===== src/rtl/ex_pkg.sv =====
// execute stage definitions
package ex_pkg;

    localparam int XLEN     = 32;
    localparam int REG_AW   = 5;
    localparam int SHAMT_W  = 5;
    localparam int ALU_OP_W = 5;

    typedef enum logic [6:0] {
        OPC_OP_IMM = 7'h13,
        OPC_OP     = 7'h33,
        OPC_BRANCH = 7'h63
    } opcode_e;

    // alu groups, register and immediate share these
    localparam logic [2:0] F3_ADD  = 3'b000; // ADD, SUB, ADDI
    localparam logic [2:0] F3_SLL  = 3'b001;
    localparam logic [2:0] F3_SLT  = 3'b010;
    localparam logic [2:0] F3_SLTU = 3'b011;
    localparam logic [2:0] F3_XOR  = 3'b100;
    localparam logic [2:0] F3_SR   = 3'b101; // logical or arith by funct7[5]
    localparam logic [2:0] F3_OR   = 3'b110;
    localparam logic [2:0] F3_AND  = 3'b111;

    // branches
    localparam logic [2:0] F3_BEQ  = 3'b000;
    localparam logic [2:0] F3_BNE  = 3'b001;
    localparam logic [2:0] F3_BLT  = 3'b100;
    localparam logic [2:0] F3_BGE  = 3'b101;
    localparam logic [2:0] F3_BLTU = 3'b110;
    localparam logic [2:0] F3_BGEU = 3'b111;

    typedef enum logic [ALU_OP_W-1:0] {
        OP_ADD, OP_SUB, OP_SLL, OP_SLT, OP_SLTU, OP_XOR, OP_SRL, OP_SRA,
        OP_OR, OP_AND,
        OP_BEQ, OP_BNE, OP_BLT, OP_BGE, OP_BLTU, OP_BGEU,
        OP_NOP
    } alu_op_e;

    // op, op1, op2, rd, wb_en, target
    localparam int ENTRY_W = ALU_OP_W + 2 * XLEN + REG_AW + 1 + XLEN;

    localparam int QUEUE_DEPTH = 2;
    localparam int QPTR_W      = $clog2(QUEUE_DEPTH);
    localparam int QCNT_W      = $clog2(QUEUE_DEPTH + 1);

endpackage


===== src/rtl/ex_decode.sv =====
// instruction decode stage
module ex_decode
    import ex_pkg::*;
(
    input  logic              clk,
    input  logic              rst_n_i,

    input  logic              in_valid_i,
    output logic              in_ready_o,
    input  logic [XLEN-1:0]   inst_i,
    input  logic [XLEN-1:0]   inst_addr_i,
    input  logic [XLEN-1:0]   op1_i,
    input  logic [XLEN-1:0]   op2_i,

    output logic              dec_valid_o,
    input  logic              dec_ready_i,
    output alu_op_e           dec_op_o,
    output logic [XLEN-1:0]   dec_op1_o,
    output logic [XLEN-1:0]   dec_op2_o,
    output logic [REG_AW-1:0] dec_rd_o,
    output logic              dec_wb_en_o,
    output logic [XLEN-1:0]   dec_target_o
);

    opcode_e         opcode;
    logic [2:0]      funct3;
    logic            f7_b5;
    logic [XLEN-1:0] b_imm;
    alu_op_e         op_nxt;
    logic            wb_nxt;
    logic            load;

    assign opcode = opcode_e'(inst_i[6:0]);
    assign funct3 = inst_i[14:12];
    assign f7_b5  = inst_i[30];
    assign b_imm  = {{(XLEN-12){inst_i[31]}}, inst_i[7], inst_i[30:25], inst_i[11:8], 1'b0};

    assign in_ready_o = !dec_valid_o || dec_ready_i; // empty or draining
    assign load       = in_valid_i && in_ready_o;

    always_comb begin
        op_nxt = OP_NOP;
        wb_nxt = 1'b0;
        case (opcode)
            OPC_OP, OPC_OP_IMM: begin
                wb_nxt = 1'b1;
                case (funct3)
                    F3_ADD:  op_nxt = (f7_b5 && opcode == OPC_OP) ? OP_SUB : OP_ADD;
                    F3_SLL:  op_nxt = OP_SLL;
                    F3_SLT:  op_nxt = OP_SLT;
                    F3_SLTU: op_nxt = OP_SLTU;
                    F3_XOR:  op_nxt = OP_XOR;
                    F3_SR:   op_nxt = f7_b5 ? OP_SRA : OP_SRL;
                    F3_OR:   op_nxt = OP_OR;
                    F3_AND:  op_nxt = OP_AND;
                endcase
            end
            OPC_BRANCH: begin
                case (funct3)
                    F3_BEQ:  op_nxt = OP_BEQ;
                    F3_BNE:  op_nxt = OP_BNE;
                    F3_BLT:  op_nxt = OP_BLT;
                    F3_BGE:  op_nxt = OP_BGE;
                    F3_BLTU: op_nxt = OP_BLTU;
                    F3_BGEU: op_nxt = OP_BGEU;
                    default: op_nxt = OP_NOP; // funct3 2 and 3 unused
                endcase
            end
            default: ;
        endcase
    end

    always_ff @(posedge clk or negedge rst_n_i) begin
        if (!rst_n_i) begin
            dec_valid_o <= 1'b0;
        end else if (in_ready_o) begin
            dec_valid_o <= in_valid_i;
        end
    end

    always_ff @(posedge clk) begin
        if (load) begin
            dec_op_o     <= op_nxt;
            dec_op1_o    <= op1_i;
            dec_op2_o    <= op2_i;
            dec_rd_o     <= wb_nxt ? inst_i[11:7] : '0; // no dest without write-back
            dec_wb_en_o  <= wb_nxt;
            dec_target_o <= inst_addr_i + b_imm;
        end
    end

    a_dec_hold: assert property (@(posedge clk) disable iff (!rst_n_i)
        dec_valid_o && !dec_ready_i |=> dec_valid_o && $stable({dec_op_o, dec_op1_o,
            dec_op2_o, dec_rd_o, dec_wb_en_o, dec_target_o}));

endmodule


===== src/rtl/ex_queue.sv =====
// two entry fifo
module ex_queue
    import ex_pkg::*;
(
    input  logic               clk,
    input  logic               rst_n_i,

    input  logic               wr_valid_i,
    output logic               wr_ready_o,
    input  logic [ENTRY_W-1:0] wr_data_i,

    output logic               rd_valid_o,
    input  logic               rd_ready_i,
    output logic [ENTRY_W-1:0] rd_data_o
);

    logic [ENTRY_W-1:0] mem [QUEUE_DEPTH];
    logic [QPTR_W-1:0]  wr_ptr;
    logic [QPTR_W-1:0]  rd_ptr;
    logic [QCNT_W-1:0]  count;
    logic               wr_en;
    logic               rd_en;

    assign wr_ready_o = count < QUEUE_DEPTH;
    assign rd_valid_o = count != '0;
    assign rd_data_o  = mem[rd_ptr];

    assign wr_en = wr_valid_i && wr_ready_o;
    assign rd_en = rd_valid_o && rd_ready_i;

    always_ff @(posedge clk or negedge rst_n_i) begin
        if (!rst_n_i) begin
            wr_ptr <= '0;
            rd_ptr <= '0;
            count  <= '0;
        end else begin
            if (wr_en) begin
                wr_ptr <= (wr_ptr == QPTR_W'(QUEUE_DEPTH - 1)) ? '0 : wr_ptr + 1'b1;
            end
            if (rd_en) begin
                rd_ptr <= (rd_ptr == QPTR_W'(QUEUE_DEPTH - 1)) ? '0 : rd_ptr + 1'b1;
            end
            case ({wr_en, rd_en})
                2'b10:   count <= count + 1'b1;
                2'b01:   count <= count - 1'b1;
                default: ; // both or neither
            endcase
        end
    end

    always_ff @(posedge clk) begin
        if (wr_en) begin
            mem[wr_ptr] <= wr_data_i;
        end
    end

    a_no_overflow: assert property (@(posedge clk) disable iff (!rst_n_i)
        count == QUEUE_DEPTH && !rd_en |=> count == QUEUE_DEPTH && $stable(wr_ptr));

    a_count_bound: assert property (@(posedge clk) disable iff (!rst_n_i)
        count <= QUEUE_DEPTH);

endmodule


===== src/rtl/ex_alu.sv =====
// alu and branch unit
module ex_alu
    import ex_pkg::*;
(
    input  logic              clk,
    input  logic              rst_n_i,

    input  logic              op_valid_i,
    output logic              op_ready_o,
    input  alu_op_e           op_i,
    input  logic [XLEN-1:0]   op1_i,
    input  logic [XLEN-1:0]   op2_i,
    input  logic [REG_AW-1:0] rd_i,
    input  logic              wb_en_i,
    input  logic [XLEN-1:0]   target_i,

    output logic              res_valid_o,
    input  logic              res_ready_i,
    output logic [XLEN-1:0]   res_data_o,
    output logic [REG_AW-1:0] res_rd_o,
    output logic              res_wb_en_o,
    output logic              jump_en_o,
    output logic [XLEN-1:0]   jump_addr_o
);

    logic [SHAMT_W-1:0] shamt;
    logic               eq;
    logic               lt_s;
    logic               lt_u;
    logic [XLEN-1:0]    data_nxt;
    logic               take;
    logic               load;

    assign shamt = op2_i[SHAMT_W-1:0];
    assign eq    = op1_i == op2_i;
    assign lt_s  = $signed(op1_i) < $signed(op2_i);
    assign lt_u  = op1_i < op2_i;

    assign op_ready_o = !res_valid_o || res_ready_i;
    assign load       = op_valid_i && op_ready_o;

    always_comb begin
        data_nxt = '0;
        take     = 1'b0;
        case (op_i)
            OP_ADD:  data_nxt = op1_i + op2_i;
            OP_SUB:  data_nxt = op1_i - op2_i;
            OP_SLL:  data_nxt = op1_i << shamt;
            OP_SLT:  data_nxt = {{(XLEN-1){1'b0}}, lt_s};
            OP_SLTU: data_nxt = {{(XLEN-1){1'b0}}, lt_u};
            OP_XOR:  data_nxt = op1_i ^ op2_i;
            OP_SRL:  data_nxt = op1_i >> shamt;
            OP_SRA:  data_nxt = $signed(op1_i) >>> shamt;
            OP_OR:   data_nxt = op1_i | op2_i;
            OP_AND:  data_nxt = op1_i & op2_i;
            OP_BEQ:  take = eq;
            OP_BNE:  take = !eq;
            OP_BLT:  take = lt_s;
            OP_BGE:  take = !lt_s;
            OP_BLTU: take = lt_u;
            OP_BGEU: take = !lt_u;
            default: ; // OP_NOP, all zero
        endcase
    end

    always_ff @(posedge clk or negedge rst_n_i) begin
        if (!rst_n_i) begin
            res_valid_o <= 1'b0;
        end else if (op_ready_o) begin
            res_valid_o <= op_valid_i;
        end
    end

    always_ff @(posedge clk) begin
        if (load) begin
            res_data_o  <= data_nxt;
            res_rd_o    <= rd_i;
            res_wb_en_o <= wb_en_i;
            jump_en_o   <= take;
            jump_addr_o <= take ? target_i : '0; // zero when not taken
        end
    end

    a_res_hold: assert property (@(posedge clk) disable iff (!rst_n_i)
        res_valid_o && !res_ready_i |=> res_valid_o && $stable({res_data_o, res_rd_o,
            res_wb_en_o, jump_en_o, jump_addr_o}));

endmodule


===== src/rtl/ex_top.sv =====
// execute stage top
module ex_top
    import ex_pkg::*;
(
    input  logic              clk,
    input  logic              rst_n_i,

    input  logic              in_valid_i,
    output logic              in_ready_o,
    input  logic [XLEN-1:0]   inst_i,
    input  logic [XLEN-1:0]   inst_addr_i,
    input  logic [XLEN-1:0]   op1_i,
    input  logic [XLEN-1:0]   op2_i,

    output logic              res_valid_o,
    input  logic              res_ready_i,
    output logic [XLEN-1:0]   res_data_o,
    output logic [REG_AW-1:0] res_rd_o,
    output logic              res_wb_en_o,
    output logic              jump_en_o,
    output logic [XLEN-1:0]   jump_addr_o
);

    // decode side
    logic                dec_valid;
    alu_op_e             dec_op;
    logic [XLEN-1:0]     dec_op1;
    logic [XLEN-1:0]     dec_op2;
    logic [REG_AW-1:0]   dec_rd;
    logic                dec_wb_en;
    logic [XLEN-1:0]     dec_target;
    logic                q_in_ready;
    logic [ENTRY_W-1:0]  q_wr_data;

    // alu side
    logic                q_valid;
    logic                q_ready;
    logic [ENTRY_W-1:0]  q_data;
    logic [ALU_OP_W-1:0] q_op_bits;
    alu_op_e             q_op;
    logic [XLEN-1:0]     q_op1;
    logic [XLEN-1:0]     q_op2;
    logic [REG_AW-1:0]   q_rd;
    logic                q_wb_en;
    logic [XLEN-1:0]     q_target;

    assign q_wr_data = {dec_op, dec_op1, dec_op2, dec_rd, dec_wb_en, dec_target};
    assign {q_op_bits, q_op1, q_op2, q_rd, q_wb_en, q_target} = q_data;
    assign q_op = alu_op_e'(q_op_bits);

    ex_decode u_decode (
        .clk          (clk),
        .rst_n_i      (rst_n_i),
        .in_valid_i   (in_valid_i),
        .in_ready_o   (in_ready_o),
        .inst_i       (inst_i),
        .inst_addr_i  (inst_addr_i),
        .op1_i        (op1_i),
        .op2_i        (op2_i),
        .dec_valid_o  (dec_valid),
        .dec_ready_i  (q_in_ready),
        .dec_op_o     (dec_op),
        .dec_op1_o    (dec_op1),
        .dec_op2_o    (dec_op2),
        .dec_rd_o     (dec_rd),
        .dec_wb_en_o  (dec_wb_en),
        .dec_target_o (dec_target)
    );

    ex_queue u_queue (
        .clk        (clk),
        .rst_n_i    (rst_n_i),
        .wr_valid_i (dec_valid),
        .wr_ready_o (q_in_ready),
        .wr_data_i  (q_wr_data),
        .rd_valid_o (q_valid),
        .rd_ready_i (q_ready),
        .rd_data_o  (q_data)
    );

    ex_alu u_alu (
        .clk         (clk),
        .rst_n_i     (rst_n_i),
        .op_valid_i  (q_valid),
        .op_ready_o  (q_ready),
        .op_i        (q_op),
        .op1_i       (q_op1),
        .op2_i       (q_op2),
        .rd_i        (q_rd),
        .wb_en_i     (q_wb_en),
        .target_i    (q_target),
        .res_valid_o (res_valid_o),
        .res_ready_i (res_ready_i),
        .res_data_o  (res_data_o),
        .res_rd_o    (res_rd_o),
        .res_wb_en_o (res_wb_en_o),
        .jump_en_o   (jump_en_o),
        .jump_addr_o (jump_addr_o)
    );

endmodule


===== config.mk =====
export PLATFORM = sky130hd
export DESIGN_NAME = ex_top
export DESIGN_NICKNAME = d
export VERILOG_FILES = /design/src/rtl/ex_pkg.sv /design/src/rtl/ex_decode.sv /design/src/rtl/ex_queue.sv /design/src/rtl/ex_alu.sv /design/src/rtl/ex_top.sv
export SDC_FILE = /design/constraint.sdc
export NUM_CORES = 1
export LEC_CHECK = 0
export ABC_AREA = 1
export BUFFER_PORTS_ARGS = -buffer_cell sky130_fd_sc_hd__buf_2
export CORE_AREA = 3 3 246 188
export DETAILED_ROUTE_END_ITERATION = 8
export DIE_AREA = 0 0 249 191
export PLACE_DENSITY = 0.78
export SETUP_SLACK_MARGIN = 0.2
export SLEW_MARGIN = 20
export SYNTH_ARGS = -nofsm -noshare
export SYNTH_HDL_FRONTEND = slang
export SYNTH_HIERARCHICAL = 1
export SYNTH_SLANG_ARGS = --single-unit

===== constraint.sdc =====
create_clock -name clk -period 11.6 [get_ports clk]
set_input_delay 2.32 -clock clk [delete_from_list [all_inputs] [get_ports clk]]
set_output_delay 2.32 -clock clk [all_outputs]
set_load 0.05 [all_outputs]

# Yosys cells after proc, flatten, opt, wreduce, memory -nomap -nowiden
# Memory sizes are Yosys's and may differ from the RTL's.
# Index checks and enable logic that the tools add are counted.
totals:
  output_inout_bits: 73
  in_bits: 132
  ram_bits: 214
  latchBits: 0
  regBits: 184
  mem_bits_ro: 0
  word_cells: 90
  n_memories: 1
memory_table:
  columns: ["name", "depth", "width", "read_ports", "rd_ports_with_merged_regs", "wr", "line_no", "text"]
  rows:
  - ["u_queue.mem", 2, 107, 1, 0, 1, "ex_queue.sv:17", "logic [ENTRY_W-1:0] mem [QUEUE_DEPTH];"]
classes:
  n_bitwise: 3
  reduce_logical: 16
  mul: 0
  div: 0
  n_addsub: 7
  n_shift: 3
  n_lt_le_gt_ge: 3
  n_eq_ne: 28
  mux: 13
ops:
  columns: ["cell", "n"]
  rows:
  - ["case mux 32 bit (10 select lines)", 1]
  - ["adder 32 bit", 2]
  - ["< comparator 32 bit", 2]
  - ["equality test 5 x 4 -> 1 bit (second input constant)", 8]
  - ["case mux 5 bit (8 select lines)", 1]
  - ["AND 32 bit", 1]
  - ["equality test 32 bit", 1]
  - ["OR 32 bit", 1]
  - ["<< shifter 32 x 5 -> 32 bit", 1]
  - [">> shifter 32 x 5 -> 32 bit", 1]
  - [">>> shifter 32 x 5 -> 32 bit", 1]
  - ["subtractor 32 bit", 1]
  - ["bitwise XOR 32 bit", 1]
  - ["case mux 5 bit (6 select lines)", 1]
  - ["equality test 5 x 3 -> 1 bit (second input constant)", 4]
  - ["equality test 3 bit (second input constant)", 4]
  - ["equality test 5 x 2 -> 1 bit (second input constant)", 2]
  - ["case mux 5 bit (2 select lines)", 1]
  - ["equality test 7 x 5 -> 1 bit (second input constant)", 1]
  - ["equality test 7 x 6 -> 1 bit (second input constant)", 1]
  - ["equality test 7 bit (second input constant)", 1]
  - ["two-way mux 1 bit", 7]
  - ["equality test 3 x 2 -> 1 bit (second input constant)", 2]
  - ["case mux 1 bit (6 select lines)", 1]
  - ["16 further kinds", 26]

# Longest topological paths before layout
logic_depth:
  word_depth: 5
  depth_mapped: 24
  depth_no_buf: 19

# Modules after synthesis
# Netlist, hierarchy kept.
by_module_without_submodules:
  columns: ["mod", "seq_area_each_um2", "instances", "area_per_inst_um2", "cells_each"]
  rows:
  - ["ex_alu", 2157.1, 1, 12071.6, 2044]
  - ["ex_queue", 6526.3, 1, 7992.7, 586]
  - ["ex_decode", 3238.1, 1, 5719.2, 617]

# Worst setup path before layout
# No wires, ideal clock.
synth_path:
  kind: "in2reg"
  start: "input in_valid_i"
  end: "register u_decode.dec_op1_o[0] (enable)"
  n_path_buf: 0
  arrival_time_ps: 7522
  stages: 2
  setup_time_ps: 608
  slack_ps: 3470
  cell_sequence: "inv_1 a21oi_1"
synth_between:
  elab_chain_len: 1
synth_rtl:
  columns: ["item", "line_no", "text"]
  rows:
  - ["from (decl)", "ex_top.sv:8", "input logic in_valid_i,"]
  - ["logical AND 1 bit", "ex_decode.sv:39", "assign load = in_valid_i && in_ready_o;"]
  - ["via u_decode.load", "ex_decode.sv:31", "logic load;"]
  - ["to (signal assigned)", "ex_decode.sv:84", "dec_op1_o <= op1_i;"]
  - ["to (decl)", "ex_decode.sv:18", "output logic [XLEN-1:0] dec_op1_o,"]
# The timed path passes the listed nets, and every way through them passes these cells.
# A chain may end at the register's enable or synchronous reset.

# Worst setup path after layout
layout_path:
  start: "register u_queue.rd_ptr"
  end: "register u_alu.jump_addr_o[30], data pin"
layout_between:
  elab_chain_len: 4
  elab_cells_between_ends: 14
  classes_between: "2 x order compare; 7 x eq/ne; 1 x mux; 3 x reduce/logical; 1 x memory"
layout_rtl:
  columns: ["item", "line_no", "text"]
  rows:
  - ["from (decl)", "ex_queue.sv:19", "logic [QPTR_W-1:0] rd_ptr;"]
  - ["from (signal assigned)", "ex_queue.sv:41", "rd_ptr <= (rd_ptr == QPTR_W'(QUEUE_DEPTH - 1)) ? '0 : rd_ptr + 1'b1;"]
  - ["memory (2 x 107 bit) (*)", null, null]
  - ["via q_data[42]", "ex_top.sv:38", "logic [ENTRY_W-1:0] q_data;"]
  - ["< comparator 32 bit (tied with other cells)", "ex_alu.sv:37", "assign lt_u = op1_i < op2_i;"]
  - ["zero test 1 bit (on tied branches)", "ex_alu.sv:61, ex_alu.sv:57, ex_alu.sv:59", null]
  - ["case mux 1 bit (6 select lines) (*)", "ex_alu.sv:45", "case (op_i)"]
  - ["to (signal assigned)", "ex_alu.sv:80", "jump_addr_o <= take ? target_i : '0;"]
  - ["to (decl)", "ex_alu.sv:23", "output logic [XLEN-1:0] jump_addr_o"]
# Mark *: on every way through the listed nets, which the timed path passes. The rest lies on a longest branch.

==> flow_summary.ini <==
[synth]
yosysMostFrequentCell = nand2_1
synth_top_area_share = 0.4565
synth.area.top_cells = edfxtp_1 46%, nand2_1 17%, ha_1 6.3%
synth_nets = 3512
ys_ff_latch = 398
synth-seq-area-share = 0.4624
avgSynthCellArea_um2 = 7.941
syn_area_mm2 = 0.02578
ys_types = 55
yosys-top-cells-count = 1169 x nand2_1, 392 x edfxtp_1, 352 x inv_1, 211 x nor2_1, 207 x nand3_1
yosys.area.top_type = edfxtp_1
synth_flop_cell = edfxtp_1
yosysWarnings = 6
ys_async_sr_fraction = 0.01508
synth_cells = 3247
synth_edf_count = 392

[detailed_routing]
vias_per_cell = 6.028
ant_nets = 0
dr.pass1.iters = 6
avgRoutedWirePerCell_um = 22.83
drc = 0
dr.first_iter.drc_count = 3413
routed_wirelength_mm = 91.65
vias = 24196

[die]
fp.dieH_um = 191
core_area_mm2 = 0.04418
initial_utilization = 0.5836
die_w_um = 249
core.rowCount = 67
dieArea_mm2 = 0.04756
ioPinCount = 205

[worst_setup_path]
slowest_stage = buf_4
reg2reg_slack_ns = 5.92
crit_required_ns = 11.89
crit_chain = inv_4, buf_4, nand2_1, nand2_1, buf_4, inv_1, buf_4, ha_1, inv_2, nand2_1, nor2_2, nand3_1, nand2_2, nand2_2, nand2_2, nand2_4, nand2_2, nand2_1, nand3_1, nand2_2, nor2_8, nor2_2
critical_path_peak_fanout = 72
arrival_ns = 5.97
critPathMostFrequentCell = nand2_2
critPathMaxStageDelay_ns = 0.72
startpoint_type = flop
critPathKind = reg2reg
critPathCaptureType = flop

[sta]
setup_viol = 0
finalSetupTns_ns = 0
maxSlewViolCount = 0
rsz0062_at_grt = false
period_share = 0.4896
finalCriticalPeriod_ns = 5.679
max_freq_ghz = 0.1761
tightest_slew_ns = 1.151
hold_viol = 0
maxSlewHeadroom = 0.2280
skew_ns = 0.03869

[place]
hpwlAfterDp_mm = 67.00
gp_congestion = 1.096
numPortBuffers = 194

[min_path]
min_path_type = reg2reg

[clock_network]
h-tree-depth = 2
post_cts_buffers = 0
clock_latency_ns = 0.60
clkSlewWorstSetupHoldPaths_ns = 0.07
cts_resized = 0
cts_tree = done
cts_buffers = 39
ctsHoldBuffers = 0
clockBufferDepth = 3
clockRootBuffer = clkbuf_16
cts.sinks = 398

[outcome]
outcome = complete, no violations

[cells_and_area]
fillers = 3668
final_nets = 3660
syn_to_final_growth_pct = 10.01
drive_above_1_share = 0.1200
post-route-util = 0.6420

[global_routing]
grt_pass1_vias = 21859
grt-ovfl-total = 0
antenna_found_initial = 3
grt_max_degree = 85
track_usage = 0.3689
grt_pass1_wl_mm = 131.7

[run]
cap_violations = 0
==> cells in the final DEF, fill, tap and decap left out, types with 5 or more instances in the layout <==
cell type   instances
nand2_1          1167
edfxtp_1          392
inv_1             352
nor2_1            209
nand3_1           207
buf_2             194
o21ai_0           169
a21oi_1           137
ha_1              130
clkbuf_16          39
nor2_2             39
o211ai_1           37
nand2_2            37
nor3_1             32
nand4_1            25
o22ai_1            23
buf_4              22
xor2_1             19
o21a_1             18
inv_2              16
o21bai_1           15
a21oi_2            10
a211oi_1            9
clkinv_1            7
or2_2               7
nand3b_1            7
nor4_1              7
clkinv_2            6
clkinvlp_4          6
clkbuf_1            6
a21o_1              6
clkinv_4            5
o221ai_1            5
dfrtp_1             5
nand3_2             5
==> layout make-up <==
type	count	area, um2	area share
diodes	2	5.005	0.0001765
clock buffers	47	1026	0.03617
clock inverters	25	205.2	0.007235
inverters	373	1403	0.04945
multi-input cells	2365	11880	0.4189
flip-flops and latches	398	11930	0.4204
well taps	586	733.2	0.02585
repair buffers	218	1184	0.04173
==> cells by family (layout without fill, tap and decap cells) <==
logic type / count (synthesis) / count (layout) / share of synthesized area
flip-flops: 398 / 398 / 0.4624
XOR/XNOR: 21 / 21 / 0.007134
AND/OR/NAND/NOR: 1756 / 1756 / 0.2837
adder cells (fa/ha/maj): 133 / 133 / 0.06541
multiplexers: 4 / 4 / 0.001553
AO/OA/AOI/OAI: 451 / 451 / 0.1014
buffers and inverters: 484 / 663 / 0.07842
other: 0 / 2 / 0
==> metal layers <==
metal  vias up  part of all wire  track usage
li1      11008                 -            -
met1     11386              0.42       0.5430
met2      1617              0.42       0.5375
met3       181              0.14       0.1054
met4         4             0.027      0.08950
met5         -            0.0014      0.01224
==> critical path: cells and delay by family (launching register included) <==
family,cells,cell delay (ns)
simple gates,15,2.08
buf+inv,6,2.06
flops,1,0.62
fa+ha+maj,1,0.50
==> sequential cells by signal (all words and copies together) (netlist names), 2 cells and up <==
| register | flops |
|---|---|
| u_decode/dec_op1_o | 32 |
| u_alu/jump_addr_o | 32 |
| u_queue/mem | 214 |
| u_decode/dec_op2_o | 32 |
| u_queue/count | 2 |
| u_decode/dec_op_o | 5 |
| u_decode/dec_target_o | 32 |
| u_alu/res_data_o | 32 |
| u_decode/dec_rd_o | 5 |
| u_alu/res_rd_o | 5 |
==> stage by stage <==
step / hold WS [ns] / worst slack (ns) / std cells / cell area [um2]
2_1_floorplan: 0.4215 / 3.470 / 3247 / 25780
3_3_place_gp: 0.4224 / 6.131 / 3938 / 27080
3_5_place_dp: 0.4311 / 5.997 / 3938 / 27080
4_1_cts: 0.4264 / 5.998 / 4010 / 28310
5_1_grt: 0.4451 / 5.709 / 4013 / 28360
6_report: 0.4295 / 5.921 / 4014 / 28360
==> final timing paths <==
check	startpoint	end	cells past startpoint
max	u_queue/rd_ptr$_DFFE_PN0P_	u_alu/jump_addr_o[30]$_SDFFCE_PN0P_	22
min	u_decode/dec_op2_o[22]$_DFFE_PP_	u_queue/mem[0][60]$_DFFE_PP_	0
max reg2reg	u_queue/rd_ptr$_DFFE_PN0P_	u_alu/jump_addr_o[30]$_SDFFCE_PN0P_	22
min reg2reg	u_decode/dec_op2_o[22]$_DFFE_PP_	u_queue/mem[0][60]$_DFFE_PP_	0
max in group asynchronous	rst_n_i	u_queue/rd_ptr$_DFFE_PN0P_	1
min in group asynchronous	rst_n_i	u_alu/res_valid_o$_DFFE_PN0N_	1
Power is left out: the tool's default activity adds up to more than one toggle a clock period on the data nets, which glitch-free logic cannot reach.
